===== src/verilog/cpuPkg.sv =====
package cpuPkg;

	// Datapath and storage sizes
	localparam int dataWidth = 24;
	localparam int regCount = 16;
	localparam int regAddrWidth = 4;
	localparam int opcodeWidth = 4;
	localparam int immWidth = 12; // Low instruction bits, overlaps rs2
	localparam int memDepth = 256;
	localparam int memAddrWidth = 8; // Low address bits index both RAMs

	// Forwarding mux selects
	localparam logic [1:0] fwdReg = 2'd0; // Value read in decode
	localparam logic [1:0] fwdWb = 2'd1;
	localparam logic [1:0] fwdMem = 2'd2; // Youngest result wins

	typedef logic [dataWidth-1:0] word_t;
	typedef logic [regAddrWidth-1:0] regAddr_t;

	typedef enum logic [opcodeWidth-1:0] {
		opAdd = 4'd0,
		opSub = 4'd1,
		opAnd = 4'd2,
		opOrr = 4'd3,
		opXor = 4'd4,
		opAddi = 4'd5,
		opLdr = 4'd6,
		opStr = 4'd7,
		opBeq = 4'd8,
		opBne = 4'd9 // 10 to 15 decode as no-ops
	} opcode_t;

	typedef enum logic [2:0] {
		aluAdd = 3'd0,
		aluSub = 3'd1,
		aluAnd = 3'd2,
		aluOr = 3'd3,
		aluXor = 3'd4
	} aluOp_t;

	typedef struct packed {
		logic negative;
		logic zero;
		logic carry; // No borrow on subtract
		logic overflow;
	} flags_t;

	typedef struct packed {
		word_t instr;
		word_t pcPlus1;
	} fetchToDecode_t;

	// All zeros is a bubble: no register, memory or branch effect
	typedef struct packed {
		word_t regA;
		word_t regB; // Store data or compare operand
		word_t imm;
		word_t pcPlus1;
		regAddr_t rd;
		regAddr_t rs1;
		regAddr_t rs2; // Second source, rd field for STR and branches
		logic regWrite;
		logic memWrite;
		logic memToReg;
		logic useImm;
		aluOp_t aluOp;
		logic isBranch;
		logic branchOnEqual;
	} decodeToExec_t;

	typedef struct packed {
		word_t aluResult;
		word_t storeData;
		regAddr_t rd;
		logic regWrite;
		logic memWrite;
		logic memToReg;
	} execToMem_t;

	typedef struct packed {
		word_t aluResult;
		word_t loadData;
		regAddr_t rd;
		logic regWrite;
		logic memToReg;
	} memToWb_t;

endpackage


===== src/verilog/decodeStage.sv =====
`timescale 1ns/1ps

module decodeStage (
	input logic clock,
	input logic rst,
	input cpuPkg::fetchToDecode_t fetchIn,
	input logic wbWrite,
	input cpuPkg::regAddr_t wbAddr,
	input cpuPkg::word_t wbData,
	output cpuPkg::decodeToExec_t decodeOut
);
	import cpuPkg::*;

	word_t regs [regCount];
	opcode_t opcode;
	regAddr_t rdField, rs1Field, rs2Field;
	regAddr_t src2;
	word_t imm;
	logic regWrite, memWrite, memToReg, useImm, isBranch, branchOnEqual;
	aluOp_t aluOp;

	// Instruction fields
	assign opcode = opcode_t'(fetchIn.instr[23:20]);
	assign rdField = fetchIn.instr[19:16];
	assign rs1Field = fetchIn.instr[15:12];
	assign rs2Field = fetchIn.instr[11:8]; // Shares bits with imm
	assign imm = {{(dataWidth-immWidth){fetchIn.instr[immWidth-1]}},
		fetchIn.instr[immWidth-1:0]};

	// Main decoder
	always_comb begin
		regWrite = 1'b0;
		memWrite = 1'b0;
		memToReg = 1'b0;
		useImm = 1'b0;
		isBranch = 1'b0;
		branchOnEqual = 1'b0;
		aluOp = aluAdd;
		src2 = '0; // Unused source never matches a hazard
		case (opcode)
			opAdd: begin regWrite = 1'b1; src2 = rs2Field; end
			opSub: begin regWrite = 1'b1; aluOp = aluSub; src2 = rs2Field; end
			opAnd: begin regWrite = 1'b1; aluOp = aluAnd; src2 = rs2Field; end
			opOrr: begin regWrite = 1'b1; aluOp = aluOr; src2 = rs2Field; end
			opXor: begin regWrite = 1'b1; aluOp = aluXor; src2 = rs2Field; end
			opAddi: begin regWrite = 1'b1; useImm = 1'b1; end
			opLdr: begin regWrite = 1'b1; memToReg = 1'b1; useImm = 1'b1; end
			opStr: begin memWrite = 1'b1; useImm = 1'b1; src2 = rdField; end // Store data in rd
			opBeq: begin isBranch = 1'b1; branchOnEqual = 1'b1; aluOp = aluSub; src2 = rdField; end
			opBne: begin isBranch = 1'b1; aluOp = aluSub; src2 = rdField; end
			default: ; // Undefined opcodes stay a bubble
		endcase
	end

	// Register file, r0 never written
	always_ff @(posedge clock) begin
		if (rst) begin
			for (int i = 0; i < regCount; i++) begin
				regs[i] <= '0;
			end
		end else if (wbWrite && wbAddr != '0) begin
			regs[wbAddr] <= wbData;
		end
	end

	// Read with same-cycle write-through
	function automatic word_t readReg(input regAddr_t addr);
		if (addr == '0) return '0;
		if (wbWrite && wbAddr == addr) return wbData;
		return regs[addr];
	endfunction

	always_comb begin
		decodeOut.regA = readReg(rs1Field);
		decodeOut.regB = readReg(src2);
	end

	assign decodeOut.imm = imm;
	assign decodeOut.pcPlus1 = fetchIn.pcPlus1;
	assign decodeOut.rd = regWrite ? rdField : '0; // No destination when nothing is written
	assign decodeOut.rs1 = rs1Field;
	assign decodeOut.rs2 = src2;
	assign decodeOut.regWrite = regWrite;
	assign decodeOut.memWrite = memWrite;
	assign decodeOut.memToReg = memToReg;
	assign decodeOut.useImm = useImm;
	assign decodeOut.aluOp = aluOp;
	assign decodeOut.isBranch = isBranch;
	assign decodeOut.branchOnEqual = branchOnEqual;

endmodule


===== config.mk =====
export PLATFORM = sky130hd
export DESIGN_NAME = decodeStage
export DESIGN_NICKNAME = d
export VERILOG_FILES = /design/src/verilog/cpuPkg.sv /design/src/verilog/decodeStage.sv
export SDC_FILE = /design/constraint.sdc
export NUM_CORES = 1
export LEC_CHECK = 0
export BUFFER_PORTS_ARGS = -buffer_cell sky130_fd_sc_hd__buf_2
export CORE_ASPECT_RATIO = 0.6
export CORE_UTILIZATION = 35
export CTS_BUF_LIST = sky130_fd_sc_hd__clkbuf_2
export CTS_CLUSTER_DIAMETER = 30
export DETAILED_ROUTE_END_ITERATION = 7
export HOLD_SLACK_MARGIN = 0.06
export MAX_ROUTING_LAYER = met4
export SLEW_MARGIN = 20
export SYNTH_ARGS = -nofsm -noshare
export SYNTH_HDL_FRONTEND = slang
export SYNTH_SLANG_ARGS = --single-unit

===== constraint.sdc =====
create_clock -name clock -period 3.3 [get_ports clock]
set_input_delay 0.165 -clock clock [delete_from_list [all_inputs] [get_ports clock]]
set_output_delay 0.165 -clock clock [all_outputs]
set_load 0.05 [all_outputs]

==> out/metrics.csv <==
stage;metric;value;unit
cells_and_area;final non-filler cell total;2935;
yosys;post-synthesis sequential area ratio;51.77;%
critical_path;Max Fanout on Critical Path;2;
die;cell row count;71;
clock_network;clk root buf;clkbuf_2;
timing;Max Slew Vio Count;0;
clock_network;H-tree depth;3;
worst_hold_path;Hold Startpoint;wbData[21];
run_status;status;finished clean;
critical_path;Crit. End Element;output port;
grt;total congestion overflow;0;
grt;initial antenna violation count;9;
timing;Slew headroom;21.02;%
timing;Highest Clock Rate;307.6;MHz
grt;first-pass GRT wire length;117300;um
timing;RSZ-0062 raised after global routing;true;
power;Peak VDD IR;0.0002725;V
yosys;Avg Inst Size Synth;11.99;um2
timing;Final setup viols;0;
grt;largest net degree at the start of global routing;67;
yosys;top cells by count, synth;384 x edfxtp_1, 365 x and2_1, 183 x nand2_1, 120 x mux4_2, 119 x clkbuf_1;
cells_and_area;top flop regs;regs x384;
die;Initial Util;35.47;%
yosys;ys flop type;edfxtp_1;
clock_network;Clock Path Buffers;3;
cells_and_area;Synth-to-Final Area Change;14.32;%
critical_path;WP data arrival;3.09;ns
placement;Port Buffer Count;131;
clock_network;CTS tree;built;
cells_and_area;Final Util;40.54;%
cells_and_area;Layout Nets;2100;
grt;number of global-route vias before repair;16770;
yosys;Post-Syn Instances;1858;
yosys;Ys Warns;0;
clock_network;clock sink count;384;
timing;worst hold slack;0.1114;ns
clock_network;Clock transition at path regs;0.12;ns
power;pwr dens;475.2;nW/um2
detailed_routing;vias per cell;5.986;
timing;setup TNS;0;ns
die;Core Area;62810;um2
die;Die Width;327.7;um
detailed_routing;TritonRoute pass-1 iters;6;
critical_path;WP data required;3.13;ns
cells_and_area;max reg flops;384;
worst_hold_path;Hold Path Sink;regs[5][21];
detailed_routing;DR vias;17570;
yosys;Synth area leaders;edfxtp_1 52%, mux4_2 12%, and2_1 10%;
cells_and_area;filler cell count;5967;
grt;GRT Total Usage;26.10;%
die;Die H;197.4;um
critical_path;critical setup path kind;reg2out;
placement;Final HPWL DP;49430;um
yosys;Yosys cell types;67;
flow_run;MaxCap Viol Count;0;
critical_path;startpoint types;register;
cells_and_area;Top reg by flops;regs;
clock_network;Post-CTS Setup Bufs;0;
placement;RD Place Congestion;0.8832;
cells_and_area;layout cells sized above 1;26.76;%
yosys;post-synthesis instance area;22280;um2
worst_hold_path;worst hold path class;in2reg;
die;die area;64690;um2
detailed_routing;Routed WL per cell;28.34;um
placement;Placed Cells;2712;
detailed_routing;Post-Route WL;83170;um
detailed_routing;DRC Markers;0;
clock_network;CTS buffer count;90;
yosys;top-count cell post-synth;edfxtp_1;
yosys;cell accounting for the most synthesized area;edfxtp_1;
worst_hold_path;Hold Crit Depth;3;
timing;Final Hold Fails;0;
yosys;ys async rst share;0;%
timing;Final min period;3.250;ns
yosys;Synth top area share;51.77;%
timing;worst-margin pin slew;1.185;ns
detailed_routing;post-route antenna net violation count;0;
die;I/O pin total;196;
detailed_routing;DR iter-0 viols;2928;
yosys;EDFF count, synth;384;
timing;Tcrit/Tclk final;98.50;%
yosys;Seq cells post-synth;384;
power;Lkg Pwr;9.419;nW
==> final cells by class <==
type / instances / area [um2] / area share [%]
inverters: 6 / 26.28 / 0.1032
multi-input cells: 1254 / 9687 / 38.04
repair buffers: 285 / 2255 / 8.854
clock buffers: 126 / 630.6 / 2.476
diodes: 7 / 17.52 / 0.06879
flip-flops and latches: 384 / 11530 / 45.28
well taps: 839 / 1050 / 4.122
clock inverters: 34 / 267.8 / 1.051
==> power breakdown <==
part           leakage (nW)  total [W]  internal, W  switching (W)
clock                 0.661    0.00353      0.00143        0.00211
combinational          5.09    0.00275     0.000903        0.00185
sequential             3.67    0.00582      0.00565       0.000163
==> routing by layer <==
layer | vias to the layer above | part of all wire, % | track usage, %
met5 | - | 0 | -
met4 | 0 | 2.5 | 8.082
met3 | 160 | 15 | 10.50
li1 | 7293 | - | -
met2 | 1426 | 41 | 35.12
met1 | 8690 | 41 | 35.49
==> layout by cell type, fill, tap and decap left out, types with 4 or more instances in the layout <==
| master | netlist | layout |
|---|---|---|
| a22oi_1 | 5 | 5 |
| nand4_1 | 7 | 7 |
| buf_2 | 39 | 125 |
| a21boi_0 | 4 | 4 |
| o21ai_0 | 24 | 24 |
| xnor2_1 | 4 | 4 |
| a31oi_1 | 10 | 10 |
| clkinv_1 | 1 | 21 |
| clkbuf_2 | 0 | 126 |
| buf_6 | 7 | 4 |
| bufinv_16 | 0 | 5 |
| buf_4 | 65 | 79 |
| nand2b_1 | 6 | 6 |
| nor2_1 | 52 | 36 |
| nor2_2 | 0 | 15 |
| nor4_1 | 9 | 8 |
| or2_2 | 15 | 15 |
| a21boi_1 | 4 | 4 |
| and2_1 | 365 | 365 |
| a32oi_1 | 10 | 10 |
| buf_12 | 0 | 22 |
| o2111ai_1 | 10 | 10 |
| and3_1 | 80 | 80 |
| conb_1 | 1 | 24 |
| mux4_2 | 120 | 120 |
| nor2_4 | 3 | 4 |
| nor3_1 | 15 | 12 |
| nand2_1 | 183 | 183 |
| mux2i_1 | 27 | 25 |
| o21ai_1 | 24 | 24 |
| a2111oi_0 | 7 | 7 |
| a211oi_1 | 69 | 69 |
| nand3_1 | 50 | 49 |
| clkinv_2 | 1 | 8 |
| a311oi_1 | 56 | 56 |
| a211oi_2 | 7 | 7 |
| a21oi_1 | 24 | 23 |
| diode_2 | 0 | 7 |
| dlygate4sd3_1 | 0 | 55 |
| edfxtp_1 | 384 | 384 |
==> what timing repair did <==
action | 4_1_cts | 5_1_grt
resized for setup | 6 | 11
hold buffers | 55 | 0
hold endpoints to repair | 410 | 0
endpoints found under the setup margin | 2 | 5
==> per-stage QoR <==
| stage | cell area (um2) | setup slack, ns | power, W |
|---|---|---|---|
| floorplan | 22360 | 0.2997 | 0.007704 |
| finish | 25460 | 0.04954 | 0.01210 |
| detailed placement | 23920 | 0.1529 | 0.008538 |
| global route | 25460 | -0.007090 | 0.01250 |
| CTS | 25390 | 0.001596 | 0.01205 |
| global placement | 23920 | 0.1211 | 0.008505 |
==> worst max-delay path: stages (launching register included) <==
cell	delay [ns]
edfxtp_1	0.44
mux4_2	0.54
mux4_2	0.51
mux2i_2	0.20
nor2_2	0.12
buf_6	0.18
==> worst max-delay path by stage <==
stage                 from             to  slack [ns]  depth (start not counted)
4_1_cts        regs[11][1]  decodeOut[94]       0.002                          5
2_1_floorplan  fetchIn[45]  decodeOut[72]        0.30                         10
3_3_place_gp   fetchIn[44]  decodeOut[82]        0.12                          9
3_5_place_dp   fetchIn[45]  decodeOut[85]        0.15                         10
6_report       regs[11][1]  decodeOut[94]        0.05                          5
5_1_grt        regs[11][1]  decodeOut[94]      -0.007                          5
==> cells by family (layout without fill, tap and decap cells) <==
logic type,Yosys count,count (layout),share of synthesized area (%)
XOR/XNOR,7,7,0.2752
AO/OA/AOI/OAI,271,271,8.965
buffers and inverters,243,451,5.651
AND/OR/NAND/NOR,805,805,19.98
other,1,31,0.01683
flip-flops,384,384,51.77
multiplexers,147,147,13.35
No activity file was read; power rests on OpenSTA's default activity.
