`src/verilog/cpuPkg.sv`:
```
package cpuPkg;

	// Datapath and storage sizes
	localparam int dataWidth = 24;
	localparam int regCount = 16;
	localparam int regAddrWidth = 4;
	localparam int opcodeWidth = 4;
	localparam int immWidth = 12; // Low instruction bits, overlaps rs2
	localparam int memDepth = 256;
	localparam int memAddrWidth = 8; // Low address bits index both RAMs

	// Forwarding mux selects
	localparam logic [1:0] fwdReg = 2'd0; // Value read in decode
	localparam logic [1:0] fwdWb = 2'd1;
	localparam logic [1:0] fwdMem = 2'd2; // Youngest result wins

	typedef logic [dataWidth-1:0] word_t;
	typedef logic [regAddrWidth-1:0] regAddr_t;

	typedef enum logic [opcodeWidth-1:0] {
		opAdd = 4'd0,
		opSub = 4'd1,
		opAnd = 4'd2,
		opOrr = 4'd3,
		opXor = 4'd4,
		opAddi = 4'd5,
		opLdr = 4'd6,
		opStr = 4'd7,
		opBeq = 4'd8,
		opBne = 4'd9 // 10 to 15 decode as no-ops
	} opcode_t;

	typedef enum logic [2:0] {
		aluAdd = 3'd0,
		aluSub = 3'd1,
		aluAnd = 3'd2,
		aluOr = 3'd3,
		aluXor = 3'd4
	} aluOp_t;

	typedef struct packed {
		logic negative;
		logic zero;
		logic carry; // No borrow on subtract
		logic overflow;
	} flags_t;

	typedef struct packed {
		word_t instr;
		word_t pcPlus1;
	} fetchToDecode_t;

	// All zeros is a bubble: no register, memory or branch effect
	typedef struct packed {
		word_t regA;
		word_t regB; // Store data or compare operand
		word_t imm;
		word_t pcPlus1;
		regAddr_t rd;
		regAddr_t rs1;
		regAddr_t rs2; // Second source, rd field for STR and branches
		logic regWrite;
		logic memWrite;
		logic memToReg;
		logic useImm;
		aluOp_t aluOp;
		logic isBranch;
		logic branchOnEqual;
	} decodeToExec_t;

	typedef struct packed {
		word_t aluResult;
		word_t storeData;
		regAddr_t rd;
		logic regWrite;
		logic memWrite;
		logic memToReg;
	} execToMem_t;

	typedef struct packed {
		word_t aluResult;
		word_t loadData;
		regAddr_t rd;
		logic regWrite;
		logic memToReg;
	} memToWb_t;

endpackage

```
`src/verilog/hazardUnit.sv`:
```
`timescale 1ns/1ps

module hazardUnit (
	input cpuPkg::regAddr_t rs1Decode,
	input cpuPkg::regAddr_t rs2Decode,
	input cpuPkg::regAddr_t rs1Exec,
	input cpuPkg::regAddr_t rs2Exec,
	input cpuPkg::regAddr_t rdExec,
	input logic memToRegExec,
	input cpuPkg::regAddr_t rdMem,
	input logic regWriteMem,
	input cpuPkg::regAddr_t rdWb,
	input logic regWriteWb,
	input logic branchTaken,
	output logic [1:0] fwdSelA,
	output logic [1:0] fwdSelB,
	output logic stallFetch,
	output logic stallDecode,
	output logic flushDecode,
	output logic flushExec
);
	import cpuPkg::*;

	logic loadUse;

	// Memory stage first, r0 never forwarded
	function automatic logic [1:0] forwardFor(input regAddr_t src);
		if (src == '0) return fwdReg;
		if (regWriteMem && rdMem == src) return fwdMem;
		if (regWriteWb && rdWb == src) return fwdWb;
		return fwdReg;
	endfunction

	always_comb begin
		fwdSelA = forwardFor(rs1Exec);
		fwdSelB = forwardFor(rs2Exec);
	end

	// Load in execute feeding the instruction in decode
	assign loadUse = memToRegExec && (rdExec != '0) &&
		((rdExec == rs1Decode) || (rdExec == rs2Decode));

	assign stallFetch = loadUse;
	assign stallDecode = loadUse;
	assign flushDecode = branchTaken; // Kills the two younger instructions
	assign flushExec = branchTaken || loadUse;

endmodule

```
`config.mk`:
```
export PLATFORM = sky130hd
export DESIGN_NAME = hazardUnit
export DESIGN_NICKNAME = d
export VERILOG_FILES = /design/src/verilog/cpuPkg.sv /design/src/verilog/hazardUnit.sv
export SDC_FILE = /design/constraint.sdc
export NUM_CORES = 1
export LEC_CHECK = 0
export ABC_AREA = 1
export BUFFER_PORTS_ARGS = -buffer_cell sky130_fd_sc_hd__buf_2
export CAP_MARGIN = 40
export CORE_AREA = 2 2 39 41
export DETAILED_ROUTE_END_ITERATION = 6
export DIE_AREA = 0 0 41 43
export PLACE_DENSITY = 0.77
export REMOVE_ABC_BUFFERS = 1
export SETUP_SLACK_MARGIN = 0.05
export SKIP_LAST_GASP = 1
export SYNTH_ARGS = -nofsm -noshare
export SYNTH_HDL_FRONTEND = slang
export SYNTH_SLANG_ARGS = --single-unit
export TNS_END_PERCENT = 50
```
`constraint.sdc`:
```
create_clock -name vclk -period 0.8
set_clock_uncertainty 0.15 [all_clocks]
set_input_delay 0 -clock vclk [all_inputs]
set_output_delay 0 -clock vclk [all_outputs]
set_load 0.02 [all_outputs]
```
==> flow_summary.rst, run 1 <==
.. list-table::
   :header-rows: 1

   * - Metric
     - Value
   * - Final std cells w/o fill
     - between 150 and 200
   * - Remaining antenna violation count after routing
     - 0
   * - Final critical delay including setup and external delays
     - 0.8780 ns
   * - Seq_cells
     - 0
   * - Cell with the largest stage delay on the worst path
     - buf_4
   * - Cells traversed along the worst timing path
     - buf_8 -> inv_4 -> nand2_2 -> o21ai_1 -> nor2_1 -> nand4_1 -> nor2_1 -> buf_4
   * - Cell area after layout
     - 963.4 sq um
   * - Worst-path fanout max
     - 3
   * - Global-route usage over all layers
     - 21.48%
   * - Upper clock frequency limit
     - 1139 MHz
   * - Start point of the worst hold path
     - branchTaken
   * - Antenna Cells
     - 0
   * - Leakage power figure
     - 0.5714 nW
   * - Class of the tightest hold or removal check
     - in2out
   * - Critical Setup Path Class
     - in2out
   * - Total negative slack
     - -0.4079 ns
   * - Per-cell routed wire length
     - between 10 and 15 um
   * - HPWL Detailed
     - 1233 um
   * - Placeable core region
     - 1384 sq um
   * - Count of final hold-check violations
     - 0
   * - Area grow syn2layout
     - 95.43%
   * - Post-Synthesis Cell Area
     - 493.0 sq um
   * - Kind of cell with the highest combined delay on the critical path
     - simple AND/OR/NAND/NOR gates
   * - Via count
     - 813
   * - Final setup margin
     - -0.07799 ns
   * - Global-route wire length before repair
     - 2773 um
   * - Data arrival at the endpoint of the critical path
     - about 0.73 ns
   * - Global route total overflow
     - 0
   * - Failing checks
     - negative setup slack
   * - Setup Viol. Count Final
     - 7
   * - Post-synthesis cell type count
     - 14
   * - Slew at the pin closest to its max-slew limit
     - 0.2685 ns
   * - Detail-routed via count per cell
     - between 4 and 5
   * - Total I/O pin count
     - 40
   * - Crit path launch type
     - primary input
   * - Most used cell, CP
     - nor2_1
   * - Total count of max-transition violations in the final report
     - 0
   * - Unrepaired setup endpoints after global routing
     - true
   * - Largest net degree at the start of global routing
     - 6
   * - Num rows
     - 14
   * - Vias in the first global route
     - around 780
   * - Yosys warnings
     - 0
   * - Largest stage delay, worst path
     - 0.14 ns
   * - Gate count after technology mapping
     - ~120
   * - Cells after DPL
     - between 150 and 200
   * - Mean post-synth cell area
     - 4.250 sq um
   * - Net count reported at finish
     - 192
   * - Die Area
     - 1763 sq um
   * - Critical Path End Type
     - output pin
   * - Ratio of total power to cell area
     - 527.1 nW/um^2
   * - Part of the Yosys area used for sequential elements
     - 0%
   * - Worst path required time
     - 0.65 ns
   * - Fraction of layout cells with a size suffix above 1
     - 50.00%
   * - Worst hold stages
     - 2
   * - Chip Height
     - around 43 um
   * - Final period util
     - 109.7%
   * - Layout clock buffer count
     - 0
   * - Instance area after placement
     - 705.7 sq um
   * - Combined flip-flop and latch cell area
     - 0 sq um
   * - Critical path depth
     - 8
   * - Final routed DRC violation total
     - 0
   * - Result of the run
     - finished with violations
   * - Last weighted congestion value of the routability-driven placer
     - 0.7809
   * - Count of buffers inserted at the top-level ports
     - 40
   * - Count of maximum capacitance violations
     - 0
   * - Initial Util
     - between 30% and 40%
   * - First-pass DRT Iterations
     - 4
   * - Wire length after detailed routing
     - 1841 um
   * - Count of routing violations after the opening detailed-route iteration
     - 7
   * - Number of antenna violations at the first check in global routing
     - 0
   * - Width of the chip
     - 41 um
   * - Worst voltage drop across the vdd grid
     - about 0.28 mV
   * - Count of buffering cells on the critical path with inverters included
     - 3
   * - Tightest slew margin relative to the limit
     - 82.02%
   * - Startpoint of the most critical setup path
     - rdWb[3]
[layout by cell type, fill, tap and decap left out, types with 3 or more instances in the layout]
cell type,instances
nand2_2,13
buf_2,14
o21ai_1,6
nand2_1,36
buf_4,7
buf_8,4
buf_6,19
inv_1,9
inv_4,8
nand4_1,3
nor2_2,3
inv_2,8
xnor2_1,3
nor2_1,17
[cells by family (layout without fill, tap and decap cells)]
group | count (synthesis) | count (layout) | share of synthesized area (%)
buffers and inverters | 28 | 70 | 22.84
and+or+nand+nor | 75 | 75 | 60.91
AOI/OAI and AO/OA | 10 | 10 | 10.92
xor gates and xnor gates | 3 | 3 | 5.331
[through the flow]
step / total power, mW / hold slack [ns] / utilization, % / setup slack [ns]
2_1_floorplan: 0.1823 / -0.1500 / - / -0.1323
3_3_place_gp: 0.3323 / 0.08149 / 50.99 / -0.1096
3_5_place_dp: 0.3407 / 0.08578 / 50.99 / -0.1384
4_1_cts: 0.4290 / 0.08528 / 61.84 / -0.06738
5_1_grt: 0.5549 / 0.1067 / 69.62 / -0.1242
6_report: 0.5079 / 0.08293 / 69.62 / -0.07799
[layer usage]
layer	vias to the layer above	wire (um)	track usage [%]
li1	428	-	-
met1	351	663	19.30
met2	32	1050	48.13
met3	2	115	0
met4	0	11	0
met5	-	0	0
[Yosys cell counts (all sizes together)]
cell	number	area (sq um)
o211ai	1	7.510
nand2	49	183.9
nand4	3	18.77
inv	26	97.59
nor3	1	5.000
buf	2	15.01
nand3	1	5.000
xnor2	3	26.28
nor3b	1	12.51
a31oi	1	6.260
o21ai	8	40.04
nor2	20	75.07
[worst paths after layout]
check,to,slack (ns)
worst max-delay path,fwdSelA[0],-0.08
worst min-delay path,flushDecode,0.08
[layout make-up]
type,instances,area [sq um]
Multi-Input combinational cell,88,424.2
Fill cell,120,420.4
Timing Repair Buffer,44,396.6
Inverter,26,122.6
Tap cell,16,20.02
[power breakdown]
| group | leakage, nW | internal, mW | switching (mW) |
|---|---|---|---|
| clock network | 0 | 0 | 0 |
| logic | 0.571 | 0.260 | 0.248 |
| registers | 0 | 0 | 0 |
[what timing repair did]
action,4_1_cts,5_1_grt
pin swaps,23,28
endpoints found under the setup margin,7,7
buffers inserted,2,1
resized for setup,48,41
hold buffers,0,0
(Power assumes the default switching activity.)
==> run 2: changes to the inputs <==
CAP_MARGIN = default   (was 40)
CORE_AREA = default   (was 2 2 39 41)
CORE_UTILIZATION = 30   (was default)
DIE_AREA = default   (was 0 0 41 43)
PLACE_DENSITY = default   (was 0.77)
SLEW_MARGIN = 40   (was default)
==> flow_summary.rst, run 2 (synthesis gave the netlist of run 1 again) <==
.. list-table::
   :header-rows: 1

   * - Metric
     - Value
   * - Result of the run
     - finished with violations
   * - Failing checks
     - negative setup slack
   * - Setup Viol. Count Final
     - 7
   * - Area grow syn2layout
     - 90.36%
   * - Combined flip-flop and latch cell area
     - 0 sq um
   * - Final routed DRC violation total
     - 0
   * - Global routing met2 resource utilization
     - a little over a third
   * - Remaining antenna violation count after routing
     - 0
   * - Total negative slack
     - -0.2013 ns
   * - Largest net degree at the start of global routing
     - 6
   * - Num rows
     - 14
   * - Ratio of total power to cell area
     - 507.1 nW/um^2
   * - Antenna Cells
     - 0
   * - Tightest slew margin relative to the limit
     - a little under nine tenths
   * - Global-route wire length before repair
     - ~2500 um
   * - Count of routing violations after the opening detailed-route iteration
     - 7
   * - Fraction of layout cells with a size suffix above 1
     - between 40% and 50%
   * - Vias in the first global route
     - 702
   * - Chip Height
     - 42.54 um
   * - Global routing met1 resource utilization
     - 17.44%
   * - Last weighted congestion value of the routability-driven placer
     - 0.7812
   * - Seq_cells
     - 0
   * - Worst path required time
     - 0.65 ns
   * - Class of the tightest hold or removal check
     - in2out
   * - Via count
     - ~800
   * - Count of buffers inserted at the top-level ports
     - 40
   * - First-pass DRT Iterations
     - 4
   * - Total I/O pin count
     - 40
   * - Net count reported at finish
     - about 190
   * - Global route total overflow
     - 0
   * - Layout clock buffer count
     - 0
   * - Final design utilization
     - around three fifths
   * - Critical Path End Type
     - output pin
   * - Most common cell after layout, fill and taps aside
     - nand2_1
   * - Worst-path fanout max
     - 4
   * - Count of maximum capacitance violations
     - 0
   * - Total count of max-transition violations in the final report
     - 0
   * - Global-route usage over all layers
     - 16.45%
   * - Most used cells in the layout excluding fill and tap cells
     - 40 x nand2_1, 20 x nor2_1, 19 x buf_6
   * - Slew at the pin closest to its max-slew limit
     - 0.2072 ns
   * - Die Area
     - 1809 sq um
   * - Count of final hold-check violations
     - 0
   * - Worst voltage drop across the vdd grid
     - 0.2359 mV
   * - Per-cell routed wire length
     - between 8 and 9 um
   * - Final critical delay including setup and external delays
     - about 0.84 ns
   * - Critical Setup Path Class
     - in2out
   * - Width of the chip
     - 42.54 um
   * - Cts-stage hold buffer count
     - 0
   * - Final setup margin
     - -0.04288 ns
   * - Leakage power figure
     - 0.5674 nW
   * - Initial Util
     - roughly 32%
   * - Unrepaired setup endpoints after global routing
     - true
   * - Upper clock frequency limit
     - 1186 MHz
   * - Crit path launch type
     - primary input
   * - Number of antenna violations at the first check in global routing
     - 0
   * - Data arrival at the endpoint of the critical path
     - 0.69 ns
   * - Detail-routed via count per cell
     - 4.572
   * - Final worst hold slack
     - 0.08602 ns
   * - Final period util
     - 105.4%
   * - Met3 GRT Util
     - less than 1%
   * - Wire length after detailed routing
     - roughly 1500 um
   * - Placeable core region
     - roughly 1500 sq um
   * - Number of filler cells placed in the layout
     - 171
   * - HPWL Detailed
     - 1188 um
   * - GRT Max-Usage Layer
     - met2
[run 2: cell types whose count changed in the layout (fill, tap and decap cells not counted), sizes merged]
cell	delta
buf	-1
[run 2: stage by stage]
stage	setup WS, ns	power, mW	instances	area (sq um)
after detailed placement	-0.1230	0.3452	173	720.7
after CTS	-0.06249	0.4293	173	852.1
after floorplan	-0.1323	0.1823	114	478.0
after global placement	-0.1228	0.3403	173	720.7
final	-0.04288	0.4758	173	938.4
after global routing	-0.1275	0.5301	173	938.4
[run 2: area by class of cell]
class / instances / area (sq um) / share of cell area [%]
multi-input combinational: 88 / 406.6 / 43.33
timing repair buffer: 43 / 399.1 / 42.53
inverter: 26 / 112.6 / 12.00
tap: 16 / 20.02 / 2.133
[run 2: worst paths after layout]
kind     endpoint  slack, ns        start  cells after the start
max   stallDecode      -0.04    rdExec[1]                     10
min   flushDecode       0.09  branchTaken                      2
[run 2: report_power, final]
group,switching (mW),total (mW),leakage [nW],internal (mW)
Sequential,0,0,0,0
Combinational,0.222,0.476,0.567,0.254
Clock,0,0,0,0
Total,0.222,0.476,0.567,0.254
[run 2: per-layer routing]
metal  up-vias  wire, um
met5         -         0
met2        26       840
met1       336       561
met4         0        12
met3         2        74
li1        427         -
[run 2: critical path, stage by stage]
cell	delay, ns
buf_8	0.08
inv_4	0.03
nand2_2	0.05
nand2_1	0.05
nor2_1	0.11
nand2_1	0.06
nand2_1	0.07
nand2_2	0.06
inv_2	0.08
buf_6	0.11
[run 2: what timing repair did]
action / in CTS / in global routing
gates cloned: 0 / 0
gates resized for setup: 49 / 25
buffers inserted: 0 / 0
pin swaps: 17 / 24
setup endpoints to repair: 7 / 7
