==> config.mk <==
export PLATFORM = sky130hd
export DESIGN_NAME = executeStage
export DESIGN_NICKNAME = d
export VERILOG_FILES = /design/src/verilog/cpuPkg.sv /design/src/verilog/executeStage.sv
export SDC_FILE = /design/constraint.sdc
export NUM_CORES = 1
export LEC_CHECK = 0
export BUFFER_PORTS_ARGS = -buffer_cell sky130_fd_sc_hd__buf_2
export CAP_MARGIN = 20
export CORE_MARGIN = 4
export CORE_UTILIZATION = 45
export DETAILED_ROUTE_END_ITERATION = 16
export PLACE_DENSITY = 0.75
export SLEW_MARGIN = 10
export SYNTH_ARGS = -nofsm -noshare
export SYNTH_HDL_FRONTEND = slang
export SYNTH_SLANG_ARGS = --single-unit
==> constraint.sdc <==
create_clock -name vclk -period 12.7
set_input_delay 0.635 -clock vclk [all_inputs]
set_output_delay 0.635 -clock vclk [all_outputs]
set_load 0.01 [all_outputs]
==> src/verilog/cpuPkg.sv <==
package cpuPkg;

	// Datapath and storage sizes
	localparam int dataWidth = 24;
	localparam int regCount = 16;
	localparam int regAddrWidth = 4;
	localparam int opcodeWidth = 4;
	localparam int immWidth = 12; // Low instruction bits, overlaps rs2
	localparam int memDepth = 256;
	localparam int memAddrWidth = 8; // Low address bits index both RAMs

	// Forwarding mux selects
	localparam logic [1:0] fwdReg = 2'd0; // Value read in decode
	localparam logic [1:0] fwdWb = 2'd1;
	localparam logic [1:0] fwdMem = 2'd2; // Youngest result wins

	typedef logic [dataWidth-1:0] word_t;
	typedef logic [regAddrWidth-1:0] regAddr_t;

	typedef enum logic [opcodeWidth-1:0] {
		opAdd = 4'd0,
		opSub = 4'd1,
		opAnd = 4'd2,
		opOrr = 4'd3,
		opXor = 4'd4,
		opAddi = 4'd5,
		opLdr = 4'd6,
		opStr = 4'd7,
		opBeq = 4'd8,
		opBne = 4'd9 // 10 to 15 decode as no-ops
	} opcode_t;

	typedef enum logic [2:0] {
		aluAdd = 3'd0,
		aluSub = 3'd1,
		aluAnd = 3'd2,
		aluOr = 3'd3,
		aluXor = 3'd4
	} aluOp_t;

	typedef struct packed {
		logic negative;
		logic zero;
		logic carry; // No borrow on subtract
		logic overflow;
	} flags_t;

	typedef struct packed {
		word_t instr;
		word_t pcPlus1;
	} fetchToDecode_t;

	// All zeros is a bubble: no register, memory or branch effect
	typedef struct packed {
		word_t regA;
		word_t regB; // Store data or compare operand
		word_t imm;
		word_t pcPlus1;
		regAddr_t rd;
		regAddr_t rs1;
		regAddr_t rs2; // Second source, rd field for STR and branches
		logic regWrite;
		logic memWrite;
		logic memToReg;
		logic useImm;
		aluOp_t aluOp;
		logic isBranch;
		logic branchOnEqual;
	} decodeToExec_t;

	typedef struct packed {
		word_t aluResult;
		word_t storeData;
		regAddr_t rd;
		logic regWrite;
		logic memWrite;
		logic memToReg;
	} execToMem_t;

	typedef struct packed {
		word_t aluResult;
		word_t loadData;
		regAddr_t rd;
		logic regWrite;
		logic memToReg;
	} memToWb_t;

endpackage

==> src/verilog/executeStage.sv <==
`timescale 1ns/1ps

module executeStage (
	input cpuPkg::decodeToExec_t execIn,
	input cpuPkg::word_t memResult,
	input cpuPkg::word_t wbResult,
	input logic [1:0] fwdSelA,
	input logic [1:0] fwdSelB,
	output cpuPkg::execToMem_t execOut,
	output logic branchTaken,
	output cpuPkg::word_t branchTarget
);
	import cpuPkg::*;

	word_t srcA, fwdB, srcB;
	word_t bEff; // Operand as the adder sees it
	logic [dataWidth:0] sum; // Extra bit is carry out
	logic isArith;
	flags_t flags;

	function automatic word_t pickOperand(input logic [1:0] sel, input word_t regVal,
		input word_t memVal, input word_t wbVal);
		case (sel)
			fwdMem: return memVal;
			fwdWb: return wbVal;
			default: return regVal;
		endcase
	endfunction

	assign srcA = pickOperand(fwdSelA, execIn.regA, memResult, wbResult);
	assign fwdB = pickOperand(fwdSelB, execIn.regB, memResult, wbResult);
	assign srcB = execIn.useImm ? execIn.imm : fwdB; // ADDI, LDR, STR

	assign isArith = (execIn.aluOp == aluAdd) || (execIn.aluOp == aluSub);
	assign bEff = (execIn.aluOp == aluSub) ? ~srcB : srcB;

	// ALU
	always_comb begin
		case (execIn.aluOp)
			aluAdd: sum = {1'b0, srcA} + {1'b0, srcB};
			aluSub: sum = {1'b0, srcA} + {1'b0, bEff} + {{dataWidth{1'b0}}, 1'b1};
			aluAnd: sum = {1'b0, srcA & srcB};
			aluOr: sum = {1'b0, srcA | srcB};
			aluXor: sum = {1'b0, srcA ^ srcB};
			default: sum = '0;
		endcase
	end

	assign flags.negative = sum[dataWidth-1];
	assign flags.zero = (sum[dataWidth-1:0] == '0);
	assign flags.carry = isArith & sum[dataWidth];
	// Same operand signs, result sign differs
	assign flags.overflow = isArith & (srcA[dataWidth-1] == bEff[dataWidth-1])
		& (sum[dataWidth-1] != srcA[dataWidth-1]);

	// Branch compares its own operands only
	assign branchTaken = execIn.isBranch && (flags.zero == execIn.branchOnEqual);
	assign branchTarget = execIn.pcPlus1 + execIn.imm;

	assign execOut.aluResult = sum[dataWidth-1:0];
	assign execOut.storeData = fwdB;
	assign execOut.rd = execIn.rd;
	assign execOut.regWrite = execIn.regWrite;
	assign execOut.memWrite = execIn.memWrite;
	assign execOut.memToReg = execIn.memToReg;

endmodule

==> results of run 1 <==
metrics by stage:
| stage | util, % | cells | cell area, µm² | hold WS, ns | setup WS, ns |
|---|---|---|---|---|---|
| after floorplan | - | 1012 | 6410 | 1.362 | 6.649 |
| after global placement | 54.24 | 1363 | 7559 | 1.270 | 5.647 |
| after global routing | 54.26 | 1364 | 7561 | 1.270 | 5.131 |
| after detailed placement | 54.24 | 1363 | 7559 | 1.270 | 5.587 |
| final | 54.26 | 1364 | 7561 | 1.270 | 5.597 |
| after CTS | 54.24 | 1363 | 7559 | 1.270 | 5.555 |
worst max path at each step:
stage	to	slack, ns
finish	branchTaken	5.60
global placement	branchTaken	5.65
detailed placement	branchTaken	5.59
CTS	branchTaken	5.55
global route	branchTaken	5.13
floorplan	branchTaken	6.65
power breakdown:
group,total [mW],switching (mW),internal (mW)
clock network,0.0000000105,0,0.0000000105
logic,0.548,0.333,0.215
registers,0,0,0
total,0.548,0.333,0.215
worst max-delay path, stage by stage:
cell and delay [ns]:
buf_2 0.11, inv_1 0.05, ha_1 0.71, a22oi_1 0.24, nor2_1 0.14, a21oi_1 0.07, o21ai_0 0.54, xnor2_1 0.21
ha_1 0.21, inv_1 0.07, fa_1 0.46, a21oi_1 0.27, inv_1 0.12, a21oi_1 0.24, xor2_1 0.19, o221ai_1 0.21
nor4_1 0.49, nor4b_1 0.37, or4b_1 0.49, nor4b_2 0.30, mux2i_1 0.21, buf_2 0.15
layout by cell type, fill, tap and decap left out, types with 17 or more instances in the layout:
cell type / n
buf_2: 227
nand2_1: 104
inv_1: 99
a21oi_1: 98
ha_1: 98
nor2_1: 86
o21ai_0: 82
a22oi_1: 54
xnor2_1: 54
a21o_1: 25
nand3_1: 20
xor2_1: 17
routing by layer:
| metal | vias up | share of wire [%] | wire length, µm | GRT usage, % |
|---|---|---|---|---|
| li1 | 3996 | - | - | - |
| met1 | 3629 | 43 | 10250 | 38.03 |
| met5 | - | 0 | 0 | 0 |
| met2 | 489 | 44 | 10590 | 44.41 |
| met3 | 30 | 12 | 2915 | 5.602 |
| met4 | 0 | 1.4 | 337 | 3.912 |
layout make-up:
| class | count | area (µm²) | share of cell area [%] |
|---|---|---|---|
| repair buffers | 234 | 1189 | 15.72 |
| inverters | 101 | 379.1 | 5.014 |
| multi-input cells | 848 | 5766 | 76.25 |
| well taps | 180 | 225.2 | 2.979 |
| diodes | 1 | 2.502 | 0.03310 |
cells by family (layout without fill, tap and decap cells):
family	after synthesis	count (layout)	share of synthesized area [%]
other	0	1	0
multiplexers	5	5	0.7808
AND/OR/NAND/NOR	285	285	20.57
adder cells (fa/ha/maj)	101	101	20.07
XOR/XNOR	71	71	9.701
buffers and inverters	164	335	10.13
AO/OA/AOI/OAI	386	386	38.75
==> results_dict.tcl, run 1 <==
set metrics [dict create \
    outcome "finished clean" \
    worstSetupPathType "in -> out" \
    synth_nets 1282 \
    p_leak_nw 3.784 \
    grt_pass1_vias 7239 \
    start_util_pct 46.00 \
    holdCritStartpoint "execIn[6]" \
    seq_cell_count 0 \
    tightest_slew_ns 0.9179 \
    num-clock-buffers 0 \
    grt-ovfl-total 0 \
    period_share_pct 55.93 \
    port_buffers 227 \
    fmax_ghz 0.1408 \
    drive_gt1_share_pct 21.05 \
    totalNegativeSetupSlack_ns 0 \
    end_kind "output pin" \
    ios 249 \
    synth_top_area_share_pct 19.13 \
    hold_violations 0 \
    hp-class "in -> out" \
    ys_top_cells_by_area "ha_1 (19%), a21oi_1 (7.7%), xnor2_1 (7.4%)" \
    drt_iter0_drc 756 \
    rsz0062_at_grt "no" \
    synth_commonest_cells "nand2_1 (104), inv_1 (99), a21oi_1 (98), ha_1 (98), nor2_1 (86)" \
    syn_area_um2 6410 \
    ys_warn_count 0 \
    ant_nets 0 \
    setup_viol 0 \
    worstSetupStartpoint "fwdSelB[1]" \
    dpl.hpwl_um 20190 \
    cts_hold_buf 0 \
    p_per_area_nw_per_um2 72.44 \
    nets 1455 \
    avgSynthCellArea_um2 6.334 \
    synthToLayoutAreaGrowth_pct 17.96 \
    ir_drop_v 0.00003463 \
    routed_wl_um 24100 \
    dr.pass1.iters 7 \
    num_vias 8144 \
    total_power_uw 547.7 \
    die_x_um 127.4 \
    ys_seq_area_share_pct 0 \
    final_max_slew_viol_count 0 \
    dieArea_um2 16220 \
    cp.required_ns 12.06 \
    yosys.cell_types.count 72 \
    post_cts_resized 0 \
    drc 0 \
    post_cts_buffers 0 \
    antenna_found_initial 1 \
    maxCapViolations 0 \
    startpoint_type "primary input" \
    grt_max_degree 49 \
    core_area_um2 13930 \
    netlist.top_cell.by_area "ha_1" \
    viasPerCell 5.971 \
    rows 43 \
    gp_congestion 0.9687 \
    routedWlPerCell_um 17.67 \
    crit_fanout 24 \
    min_to "execOut[0]" \
    die_h_um 127.4 \
    num-fill-cells 1454 \
    grt_usage_pct 27.29 \
    cp.arrival_ns 6.47 \
    syn_inst 1012 \
    min_delay_path_depth 0 \
    regArea_um2 0 \
    period_minus_slack_ns 7.103 \
    synth.most_common_cell "nand2_1" \
    grt_pass1_wl_um 36880 \
    slew_headroom_pct 38.81 \
]
(Power assumes the default switching activity.)
==> run 2: changes to the inputs <==
--- a/config.mk
+++ b/config.mk
@@ -10,7 +10,7 @@
 export CORE_MARGIN = 4
 export CORE_UTILIZATION = 45
 export DETAILED_ROUTE_END_ITERATION = 16
-export PLACE_DENSITY = 0.75
+export PLACE_DENSITY = 0.78
 export SLEW_MARGIN = 10
 export SYNTH_ARGS = -nofsm -noshare
 export SYNTH_HDL_FRONTEND = slang
==> constraint.sdc (replaced) <==
create_clock -name vclk -period 6
set_input_delay 0.3 -clock vclk [all_inputs]
set_output_delay 0.3 -clock vclk [all_outputs]
set_load 0.01 [all_outputs]
==> results_dict.tcl, run 2 (same netlist as run 1, synthesis figures left out) <==
set metrics [dict create \
    outcome "finished clean" \
    regArea_um2 0 \
    routedWlPerCell_um 18.06 \
    drt_iter0_drc 1027 \
    swShare_pct 60.48 \
    combPwrFrac_pct 100.0 \
    worstSetupPathType "in -> out" \
    mostFrequentLayoutCell "buf_2" \
    drc 0 \
    p_int_uw 467.2 \
    grt_pass1_wl_um 39010 \
    dp.cells 1376 \
    p_per_area_nw_per_um2 154.4 \
    crit_buf_inv 5 \
    hp-class "in -> out" \
    slowest_stage "or4b_1" \
    sequentialPowerShare_pct 0 \
    design_area_um2 7659 \
    num_vias 8270 \
    grt_usage_pct 28.75 \
    total_power_mw 1.182 \
    grt_max_degree 46 \
    dr.pass1.iters 7 \
    setup_viol 0 \
    slew_headroom_pct 29.43 \
    rsz0062_at_grt "no" \
    ir_drop_v 0.00006576 \
    ios 249 \
    cpLargestDelayFamily "compound AO/OA/AOI/OAI gates" \
    viasPerCell 6.006 \
    drive_gt1_share_pct 21.91 \
    grt-ovfl-total 0 \
    period_share_pct 95.44 \
    dieArea_um2 16220 \
    p_leak_nw 3.848 \
    postLayoutCoreUtil_pct 54.96 \
    die_h_um 127.4 \
    nets 1468 \
    port_buffers 227 \
    start_util_pct 46.00 \
    end_kind "output pin" \
    period_minus_slack_ns 5.726 \
    pre_cts_ws_ns 0.3744 \
    fin_ws_ns 0.2736 \
    p_clk_share_pct 0 \
    fin_cells 1377 \
    totalNegativeSetupSlack_ns 0 \
    maxCapViolations 0 \
    grt_pass1_vias 7576 \
    rows 43 \
    cp_cell_sequence "buf_2, inv_1, ha_1, buf_4, buf_4, a21oi_1, o21ai_0, ha_1, a21oi_1, nand3_1, nand3b_1, a31oi_1, o21bai_1, a21oi_1, xnor2_1, a221o_1, or4b_1, nor4b_2, mux2i_1, buf_2" \
    ant_nets 0 \
    gp_congestion 0.9816 \
    final_max_slew_viol_count 0 \
    hold_violations 0 \
    tightest_slew_ns 1.055 \
    p_sw_uw 714.9 \
    layout_common_cells "buf_2 (227), nand2_1 (104), inv_1 (99), a21oi_1 (98), ha_1 (98)" \
    routed_wl_um 24870 \
    die_x_um 127.4 \
    num-clock-buffers 0 \
    cp.required_ns 5.70 \
    seq_cell_count 0 \
    timing.critical_path.mode_cell "a21oi_1" \
    fin_hold_ws_ns 0.6000 \
    crit_fanout 29 \
    fmax_ghz 0.1746 \
    core_area_um2 13930 \
    synthToLayoutAreaGrowth_pct 19.48 \
    post_dp_cell_area_um2 7656 \
    startpoint_type "primary input" \
    dpl.hpwl_um 20900 \
    antenna_found_initial 1 \
    cp.arrival_ns 5.43 \
    slowest_delay_ns 0.56 \
]
run 2: area by class of cell:
type | count | area [µm²]
well taps | 180 | 225.2
multi-input cells | 848 | 5766
fillers | 1440 | 6276
repair buffers | 247 | 1286
inverters | 101 | 379.1
diodes | 1 | 2.502
run 2: what timing repair did:
| item | CTS | global route |
|---|---|---|
| gates resized for setup | 0 | 1 |
| hold endpoints to repair | 0 | 0 |
| hold buffers | 0 | 0 |
| setup buffers | 0 | 0 |
| endpoints found under the setup margin | 0 | 1 |
run 2: routing by layer:
| metal | vias up | part of all wire, % | track usage, % |
|---|---|---|---|
| li1 | 4036 | - | - |
| met1 | 3750 | 44 | 41.59 |
| met2 | 454 | 44 | 46.89 |
| met3 | 30 | 9.7 | 3.846 |
| met4 | 0 | 1.5 | 3.218 |
| met5 | - | 0 | 0 |
run 2: final timing paths:
path | from | to | slack [ns] | cells after the start
min | execIn[6] | execOut[0] | 0.60 | 0
max | fwdSelB[0] | branchTaken | 0.27 | 20
run 2: power groups by stage:
stage	Clock (mW)	Combinational, mW	Sequential (mW)
after floorplan	0	0.803	0
after global placement	0	1.14	0
after detailed placement	0	1.15	0
after CTS	0	1.16	0
after global routing	0.0000000223	1.30	0
final	0.0000000223	1.18	0
==> run 3: changes to the inputs <==
--- a/config.mk
+++ b/config.mk
@@ -5,12 +5,13 @@
 export SDC_FILE = /design/constraint.sdc
 export NUM_CORES = 1
 export LEC_CHECK = 0
+export ABC_AREA = 1
 export BUFFER_PORTS_ARGS = -buffer_cell sky130_fd_sc_hd__buf_2
 export CAP_MARGIN = 20
 export CORE_MARGIN = 4
 export CORE_UTILIZATION = 45
 export DETAILED_ROUTE_END_ITERATION = 16
-export PLACE_DENSITY = 0.78
+export PLACE_DENSITY = 0.76
 export SLEW_MARGIN = 10
 export SYNTH_ARGS = -nofsm -noshare
 export SYNTH_HDL_FRONTEND = slang
==> results_dict.tcl, run 3 <==
set metrics [dict create \
    outcome "finished clean" \
    syn_area_um2 7273 \
    multi_input_area_um2 6015 \
    drt_iter0_drc 1133 \
    p_per_area_nw_per_um2 167.8 \
    post_cts_buffers 0 \
    setup_viol 0 \
    end_kind "output pin" \
    maxCapViolations 0 \
    gp_congestion 0.9824 \
    synthToLayoutAreaGrowth_pct 17.03 \
    grt-ovfl-total 0 \
    crit_buf_inv 6 \
    ys_warn_count 0 \
    viasPerCell 5.485 \
    post_cts_resized 0 \
    dieArea_um2 18260 \
    ios 249 \
    routedWlPerCell_um 15.67 \
    dpl.hpwl_um 23950 \
    die_h_um 135.1 \
    grt_pass1_wl_um 43080 \
    antenna_found_initial 0 \
    ir_drop_v 0.00007185 \
    startpoint_type "primary input" \
    hold_violations 0 \
    yosys.area_share.simple_pct 39.05 \
    yosys.cell_types.count 43 \
    grt_pass1_vias 8751 \
    crit_fanout 25 \
    ant_nets 0 \
    p_clk_share_pct 0 \
    port_buffers 227 \
    fin_ws_ns 0.6944 \
    dr.pass1.iters 6 \
    period_share_pct 88.43 \
    grt_max_degree 46 \
    cp.arrival_ns 5.01 \
    regArea_um2 0 \
    p_leak_nw 5.284 \
    num-clock-buffers 0 \
    synthAdderAreaFrac_pct 17.68 \
    slew_headroom_pct 32.52 \
    period_minus_slack_ns 5.306 \
    routed_wl_um 27850 \
    fmax_ghz 0.1885 \
    final_max_slew_viol_count 0 \
    nets 1833 \
    netlist.top_cell.by_area "nand2_1" \
    drive_gt1_share_pct 16.02 \
    slowest_stage "ha_1" \
    num_vias 9746 \
    num-fill-cells 1738 \
    combPwrFrac_pct 100.0 \
    grt_usage_pct 28.69 \
    synth_top_family_by_area "simple AND/OR/NAND/NOR gates" \
    synthXorXnorAreaFrac_pct 5.539 \
    ys_seq_area_share_pct 0 \
    synth_top_area_share_pct 20.95 \
    seq_cell_count 0 \
    synth.most_common_cell "nand2_1" \
    cpLargestDelayFamily "simple AND/OR/NAND/NOR gates" \
    sequentialPowerShare_pct 0 \
    cts_hold_buf 0 \
    pre_cts_ws_ns 0.7458 \
    cp.required_ns 5.70 \
    rows 46 \
    synth_commonest_cells "nand2_1 (406), inv_1 (277), nand3_1 (128)" \
    synth_nets 1639 \
    syn_inst 1369 \
    worstSetupPathType "in -> out" \
    core_area_um2 15890 \
    start_util_pct 45.79 \
    p_int_uw 506.3 \
    layout_common_cells "nand2_1 (406), inv_1 (277), buf_2 (227), nand3_1 (128), ha_1 (98)" \
    tightest_slew_ns 1.011 \
    synth.area.mux_share_pct 0 \
    swShare_pct 64.56 \
    die_x_um 135.1 \
    rsz0062_at_grt "no" \
    drc 0 \
    totalNegativeSetupSlack_ns 0 \
    avgSynthCellArea_um2 5.313 \
    p_sw_uw 922.1 \
    num_antenna_cells 0 \
    synth_compound_area_share_pct 20.30 \
    ys_top_cells_by_area "nand2_1 (21%), ha_1 (17%), inv_1 (14%)" \
    hp-class "in -> out" \
    mostFrequentLayoutCell "nand2_1" \
    slowest_delay_ns 0.82 \
]
-- run 3: kinds of logic (layout without fill, tap and decap cells) --
kind of cell	after synthesis	count (layout)
xor+xnor	46	46
fa+ha+maj	101	101
compound gates	232	232
simple gates	669	669
buf+inv	321	513
-- run 3: path summary, 6_finish.rpt --
| path | startpoint | endpoint | slack [ns] | cells after the start |
|---|---|---|---|---|
| worst max-delay path | fwdSelB[0] | branchTaken | 0.69 | 25 |
| worst min-delay path | execIn[6] | execOut[0] | 0.60 | 0 |
-- run 3: area by class of cell --
class / instances / share of cell area [%]
Inverter: 282 / 12.47
Multi-Input combinational cell: 1048 / 70.66
Tap cell: 216 / 3.175
Timing Repair Buffer: 231 / 13.70
-- run 3: routing by layer --
layer | GRT usage, % | part of all wire (%) | routed length (µm)
met2 | 50.28 | 47 | 12970
met3 | 3.343 | 9.2 | 2555
met5 | 0 | 0 | 0
met1 | 37.96 | 41 | 11460
met4 | 5.935 | 3.1 | 862
-- run 3: through the flow --
stage / hold WS [ns] / util (%) / total power, mW / cells / instance area (µm²)
5_1_grt: 0.6000 / 53.58 / 1.594 / 1777 / 8512
6_report: 0.6000 / 53.58 / 1.428 / 1777 / 8512
2_1_floorplan: 0.6918 / - / 0.9837 / 1369 / 7273
3_3_place_gp: 0.6001 / 53.58 / 1.367 / 1777 / 8512
3_5_place_dp: 0.6001 / 53.58 / 1.388 / 1777 / 8512
4_1_cts: 0.6001 / 53.58 / 1.397 / 1777 / 8512
-- run 3: power by group through the flow --
stage               registers, mW  clock network (mW)  logic [mW]
CTS                             0                   0        1.40
global placement                0                   0        1.37
detailed placement              0                   0        1.39
finish                          0                   0        1.43
global route                    0                   0        1.59
floorplan                       0                   0       0.984
